===== src/common/mipsPkg.sv =====
package mipsPkg;

	typedef enum logic [5:0] {
		opSpecial = 6'b000000,
		opJ       = 6'b000010,
		opJal     = 6'b000011,
		opBeq     = 6'b000100,
		opBne     = 6'b000101,
		opAddiu   = 6'b001001,
		opSlti    = 6'b001010,
		opSltiu   = 6'b001011,
		opAndi    = 6'b001100,
		opOri     = 6'b001101,
		opXori    = 6'b001110,
		opLui     = 6'b001111,
		opLw      = 6'b100011,
		opSw      = 6'b101011
	} opcodeE;

	typedef enum logic [5:0] {
		fnSll     = 6'b000000,
		fnSrl     = 6'b000010,
		fnSra     = 6'b000011,
		fnJr      = 6'b001000,
		fnJalr    = 6'b001001,
		fnSyscall = 6'b001100,
		fnAddu    = 6'b100001,
		fnSubu    = 6'b100011,
		fnAnd     = 6'b100100,
		fnOr      = 6'b100101,
		fnXor     = 6'b100110,
		fnNor     = 6'b100111,
		fnSlt     = 6'b101010,
		fnSltu    = 6'b101011
	} functE;

	typedef enum logic [3:0] {
		aluAdd, aluSub, aluAnd, aluOr, aluXor, aluNor,
		aluSlt, aluSltu, aluSll, aluSrl, aluSra, aluLui
	} aluOpE;

	typedef struct packed {
		logic  regDst;
		logic  link;     // write pc+4 to r31 (jal) or rd (jalr)
		logic  jump;
		logic  jumpReg;
		logic  branch;
		logic  branchNe;
		logic  memRead;
		logic  memWrite;
		logic  memToReg;
		logic  regWrite;
		logic  aluSrc;
		logic  zeroExt;
		logic  shiftImm;
		logic  halt;
		logic  illegal;
		aluOpE aluOp;
	} ctrlT;

	typedef enum logic [2:0] {
		stFetch, stDecode, stExecute, stMemAccess, stWriteBack, stHalted
	} coreStateE;

	typedef enum logic [2:0] {
		arbIdle, arbReadAddr, arbReadData, arbWriteAddr, arbWriteResp
	} arbStateE;

	typedef struct packed {
		logic        valid;
		logic        write;
		logic [31:0] addr;
		logic [31:0] wdata;
	} memReqT;

	typedef struct packed {
		logic        done;  // single cycle
		logic [31:0] rdata;
	} memRspT;

	typedef struct packed {
		logic        awvalid;
		logic [31:0] awaddr;
		logic        wvalid;
		logic [31:0] wdata;
		logic [3:0]  wstrb;
		logic        bready;
		logic        arvalid;
		logic [31:0] araddr;
		logic        rready;
	} axiReqT;

	typedef struct packed {
		logic        awready;
		logic        wready;
		logic        bvalid;
		logic [1:0]  bresp;
		logic        arready;
		logic        rvalid;
		logic [31:0] rdata;
		logic [1:0]  rresp;
	} axiRspT;

endpackage


===== src/hdl/memArbiter.sv =====
`timescale 1ns/10ps

module memArbiter import mipsPkg::*; #(
	parameter int unsigned NumCores = 2
) (
	input  logic   clk,
	input  logic   rstN,
	input  memReqT coreReq [NumCores],
	output memRspT coreRsp [NumCores],
	output axiReqT axiReq,
	input  axiRspT axiRsp
);

	localparam int unsigned IdxW = (NumCores > 1) ? $clog2(NumCores) : 1;

	arbStateE state;
	logic [IdxW-1:0] ptr, grant, pick;
	logic found, awPend, wPend, doneQ;
	logic [31:0] rdataQ;
	logic [NumCores-1:0] doneVec;
	memReqT held;

	// first requester at or after ptr, wrapping
	always_comb begin
		int unsigned idx;
		found = 1'b0;
		pick = ptr;
		for (int unsigned k = 0; k < NumCores; k++) begin
			idx = (ptr + k) % NumCores;
			if (!found && coreReq[idx].valid) begin
				found = 1'b1;
				pick = IdxW'(idx);
			end
		end
	end

	always_ff @(posedge clk) begin
		if (!rstN) begin
			state <= arbIdle;
			ptr <= '0;
			doneQ <= 1'b0;
			awPend <= 1'b0;
			wPend <= 1'b0;
		end else begin
			doneQ <= 1'b0;
			case (state)
			arbIdle: begin
				if (found && !doneQ) begin // finished core still shows valid this cycle
					held <= coreReq[pick];
					grant <= pick;
					ptr <= (pick == IdxW'(NumCores - 1)) ? '0 : pick + 1'b1;
					awPend <= coreReq[pick].write;
					wPend <= coreReq[pick].write;
					state <= coreReq[pick].write ? arbWriteAddr : arbReadAddr;
				end
			end
			arbReadAddr: if (axiRsp.arready) state <= arbReadData;
			arbReadData: begin
				if (axiRsp.rvalid) begin
					rdataQ <= axiRsp.rdata;
					doneQ <= 1'b1;
					state <= arbIdle;
				end
			end
			arbWriteAddr: begin
				if (axiRsp.awready) awPend <= 1'b0;
				if (axiRsp.wready) wPend <= 1'b0;
				if ((!awPend || axiRsp.awready) && (!wPend || axiRsp.wready))
					state <= arbWriteResp;
			end
			arbWriteResp: begin
				if (axiRsp.bvalid) begin
					doneQ <= 1'b1;
					state <= arbIdle;
				end
			end
			default: state <= arbIdle;
			endcase
		end
	end

	always_comb begin
		axiReq.awvalid = (state == arbWriteAddr) && awPend;
		axiReq.awaddr = held.addr;
		axiReq.wvalid = (state == arbWriteAddr) && wPend;
		axiReq.wdata = held.wdata;
		axiReq.wstrb = 4'hf; // full words only
		axiReq.bready = (state == arbWriteResp);
		axiReq.arvalid = (state == arbReadAddr);
		axiReq.araddr = held.addr;
		axiReq.rready = (state == arbReadData);
	end

	always_comb begin
		for (int unsigned i = 0; i < NumCores; i++) begin
			doneVec[i] = doneQ && (grant == IdxW'(i));
			coreRsp[i].done = doneVec[i];
			coreRsp[i].rdata = rdataQ;
		end
	end

	assert property (@(posedge clk) disable iff (!rstN) !(axiReq.arvalid && axiReq.awvalid));

	assert property (@(posedge clk) disable iff (!rstN)
		axiReq.arvalid && !axiRsp.arready |=> $stable(axiReq.araddr));

	assert property (@(posedge clk) disable iff (!rstN) $onehot0(doneVec));

endmodule


===== config.mk =====
export PLATFORM = sky130hd
export DESIGN_NAME = memArbiter
export DESIGN_NICKNAME = d
export VERILOG_FILES = /design/src/common/mipsPkg.sv /design/src/hdl/memArbiter.sv
export SDC_FILE = /design/constraint.sdc
export NUM_CORES = 1
export LEC_CHECK = 0
export ABC_CLOCK_PERIOD_IN_PS = 5400
export BUFFER_PORTS_ARGS = -buffer_cell sky130_fd_sc_hd__buf_2
export CAP_MARGIN = 10
export CORE_AREA = 2 2 135 137
export CTS_BUF_LIST = sky130_fd_sc_hd__clkbuf_4
export CTS_CLUSTER_DIAMETER = 60
export DETAILED_ROUTE_END_ITERATION = 10
export DIE_AREA = 0 0 137 139
export HOLD_SLACK_MARGIN = 0.03
export PLACE_DENSITY = 0.64
export RECOVER_POWER = 50
export SYNTH_ARGS = -nofsm -noshare
export SYNTH_HDL_FRONTEND = slang
export SYNTH_SLANG_ARGS = --single-unit

===== constraint.sdc =====
create_clock -name clk -period 5.4 [get_ports clk]
set_clock_uncertainty 0.2 [all_clocks]
set_input_delay 1.08 -clock clk [delete_from_list [all_inputs] [get_ports clk]]
set_output_delay 1.08 -clock clk [all_outputs]
set_load 0.03 [all_outputs]

==> load_flow_metrics.sql <==
INSERT INTO impl_metrics (metric_group, metric, value, unit) VALUES
('critical_path', 'regToRegStartpoint', 'state[0]$_SDFFE_PN0P_', ''),
('timing', 'totalNegativeSetupSlack', '0', 'ns'),
('timing', 'maxClockFrequency', '272', 'MHz'),
('timing', 'fin_hold_ws', '0.315', 'ns'),
('die', 'floorplan.die.height', '139', 'um'),
('worst_hold_path', 'holdPathStages', '2', ''),
('yosys', 'yosys.area.top_type', 'sky130_fd_sc_hd__edfxtp_1', ''),
('timing', 'final.period_utilization', '68.2', '%'),
('finish', 'layout-drive-gt1-share', '52.5', '%'),
('die', 'num_rows', '49', ''),
('finish', 'num_antenna_cells', '0', ''),
('clock_tree', 'ctsLongestPathBuffers', '2', ''),
('clock_tree', 'cts_buffers', '9', ''),
('clock_tree', 'hold_buffers', '0', ''),
('yosys', 'area_share_of_the_largest_cell_type_after_synthesis', '59.3', '%'),
('critical_path', 'critical_path_peak_fanout', '57', ''),
('finish', 'register_area', '3050', 'um^2'),
('yosys', 'adder_cell_area_share_of_the_yosys_netlist', '0', '%'),
('yosys', 'synth_commonest_cells', 'sky130_fd_sc_hd__edfxtp_1 (97), sky130_fd_sc_hd__buf_4 (68), sky130_fd_sc_hd__mux2_4 (40)', ''),
('yosys', 'post-synth-top-count-cell', 'sky130_fd_sc_hd__edfxtp_1', ''),
('timing', 'maxSlewHeadroom', '-36.0', '%'),
('outcome', 'violations', 'capacitance limit, slew limit', ''),
('timing', 'slew_viol_final', '43', ''),
('critical_path', 'cp_slowest_cell', 'sky130_fd_sc_hd__o21ai_0', ''),
('critical_path', 'critPathCaptureType', 'flop', ''),
('critical_path', 'r2r.worst_path.cells', '4', ''),
('drt', 'firstDrtPassIters', '4', ''),
('critical_path', 'end_of_the_worst_register_to_register_path', 'axiReq[5]$_DFFE_PP_', ''),
('place', 'dp.final_hpwl', '9620', 'um'),
('clock_tree', 'cts.reportedPaths.clkPinSlew', '0.16', 'ns'),
('power_and_ir_drop', 'powerDensity', '407', 'nW/um^2'),
('yosys', 'synth_seq_cells', '104', ''),
('yosys', 'synth.area.mux_share', '18.1', '%'),
('timing', 'grt_setup_unrepaired', 'no', ''),
('outcome', 'status', 'complete, but fails checks', ''),
('clock_tree', 'clock_sink_count', '104', ''),
('clock_tree', 'worst_skew_pair.late_latency', '0.48', 'ns'),
('drt', 'detail_route.wirelength', '12400', 'um'),
('die', 'ios', '346', ''),
('yosys', 'combinational_family_with_the_most_area_after_synthesis', 'multiplexers', ''),
('clock_tree', 'cts_post_setup_buffers_inserted', '0', ''),
('yosys', 'synth_area_per_cell', '16.3', 'um^2'),
('finish', 'multiInputGateArea', '1200', 'um^2'),
('critical_path', 'timing.critical_path.required', '5.43', 'ns'),
('critical_path', 'critical_path_arrival', '3.71', 'ns'),
('finish', 'finalNonFillerCells', '812', ''),
('clock_tree', 'cts.repair.resized', '0', ''),
('finish', 'area_growth_syn_to_layout', '27.7', '%'),
('flow_run', 'maxCapViolCount', '2', ''),
('clock_tree', 'tritoncts_clock_tree', 'yes', ''),
('power_and_ir_drop', 'power.static_leakage', '2.62', 'nW'),
('global_route', 'number_of_global_route_vias_before_repair', '3199', ''),
('yosys', 'ys_async_sr_fraction', '0', '%'),
('drt', 'avgRoutedWirePerCell', '15.2', 'um'),
('yosys', 'ys.warnings.count', '0', ''),
('finish', 'final_cell_area', '6280', 'um^2'),
('worst_hold_path', 'hp-class', 'reg2reg', ''),
('timing', 'number_of_failing_hold_endpoints_at_the_final_stage', '0', ''),
('critical_path', 'worstPathCellList', 'clkbuf_1, nor2b_1, o21ai_0, buf_12, mux2_2', ''),
('die', 'floorplan.initialDensity', '27.8', '%'),
('global_route', 'maximum_number_of_pins_on_one_net_before_global_route_repair', '58', ''),
('die', 'design.core.area', '17700', 'um^2'),
('critical_path', 'critPathLaunchType', 'input pin', ''),
('timing', 'period_needed', '3.68', 'ns'),
('drt', 'initialDrtViolationCount', '98', ''),
('worst_hold_path', 'whs_endpoint', 'awPend$_SDFFE_PN0P_', ''),
('timing', 'slew_at_the_pin_closest_to_its_max_slew_limit', '2.02', 'ns'),
('yosys', 'yosysSeqAreaShare', '62.1', '%'),
('place', 'total_cell_area_at_the_placement_stage', '6340', 'um^2'),
('yosys', 'synth.distinct_cells', '36', ''),
('place', 'port-buffer-count', '337', '');
-- per-stage QoR --
stage	util [%]	power [mW]	worst slack (ns)
2_1_floorplan	-	2.05	1.61
3_3_place_gp	35.9	2.25	1.81
3_5_place_dp	35.9	2.26	1.82
4_1_cts	36.6	2.65	2.30
5_1_grt	35.5	2.70	1.47
6_report	35.5	2.56	1.72
-- cells in the final DEF (no fill, tap or decap), types with 2 or more instances in the layout --
master                       Yosys  layout
sky130_fd_sc_hd__dfxtp_1         7       7
sky130_fd_sc_hd__mux2_1          7       8
sky130_fd_sc_hd__inv_8           0       2
sky130_fd_sc_hd__buf_2           5     230
sky130_fd_sc_hd__nand3b_1        4       4
sky130_fd_sc_hd__nor3b_1         3       3
sky130_fd_sc_hd__clkinv_1        0       2
sky130_fd_sc_hd__edfxtp_1       97      97
sky130_fd_sc_hd__o21ai_0         2       4
sky130_fd_sc_hd__nand2_1         6       6
sky130_fd_sc_hd__conb_1          1       4
sky130_fd_sc_hd__clkbuf_1        0     108
sky130_fd_sc_hd__o31ai_1         2       2
sky130_fd_sc_hd__a22oi_1         2       2
sky130_fd_sc_hd__clkinvlp_4      0       2
sky130_fd_sc_hd__nor4b_1         2       3
sky130_fd_sc_hd__buf_4          68       2
sky130_fd_sc_hd__and2_1          4       3
sky130_fd_sc_hd__inv_1           4       4
sky130_fd_sc_hd__mux2_4         40      40
sky130_fd_sc_hd__clkbuf_4        0       9
sky130_fd_sc_hd__mux2_2         18      17
sky130_fd_sc_hd__nor2_1          3       3
sky130_fd_sc_hd__nor2b_1         6       7
-- final cells by class --
type	count	share of cell area [%]
multi-input cells	117	19.2
well taps	229	4.57
clock buffers	9	1.08
flip-flops and latches	104	48.6
inverters	5	0.299
clock inverters	7	0.857
repair buffers	341	25.4
-- worst max-delay path by stage --
stage,end,cells past startpoint,from,slack [ns]
after floorplan,rdataQ[0]$_DFFE_PP_,2,rstN,1.61
after global placement,axiReq[66]$_DFFE_PP_,5,coreReq[65],1.81
after detailed placement,axiReq[66]$_DFFE_PP_,5,coreReq[65],1.82
after CTS,axiReq[104],3,state[1]$_SDFFE_PN0P_,2.30
after global routing,axiReq[14]$_DFFE_PP_,5,coreReq[131],1.47
final,axiReq[14]$_DFFE_PP_,5,coreReq[131],1.72
-- flip-flops by register name, summed over array words and instances, names as in the netlist --
name    flops
rdataQ     32
wPend       1
doneQ       1
grant       1
axiReq     64
awPend      1
state       3
ptr         1
-- critical path: cells and delay by family --
family	cells	cell delay (ns)
AO/OA/AOI/OAI	1	1.51
buffers and inverters	2	0.55
multiplexers	1	0.40
AND/OR/NAND/NOR	1	0.15
-- cells by family (layout without fill, tap and decap cells) --
family,count (synthesis),in the layout
compound gates,14,14
buf+inv,84,362
flops,104,104
mux,66,66
other cells,1,4
simple gates,33,33
-- metal layers --
metal / GRT usage (%) / share of wire (%) / routed length [um]
met1: 13.2 / 36 / 4500
met5: 0 / 0 / 0
met4: 4.94 / 1.7 / 211
met3: 3.65 / 11 / 1340
met2: 22.6 / 51 / 6330
-- where the power goes --
group,switching (mW),internal (mW)
clock network,0.282,0.0998
logic,0.680,0.329
registers,0.0809,1.09
total,1.04,1.52
(Power assumes the default switching activity.)
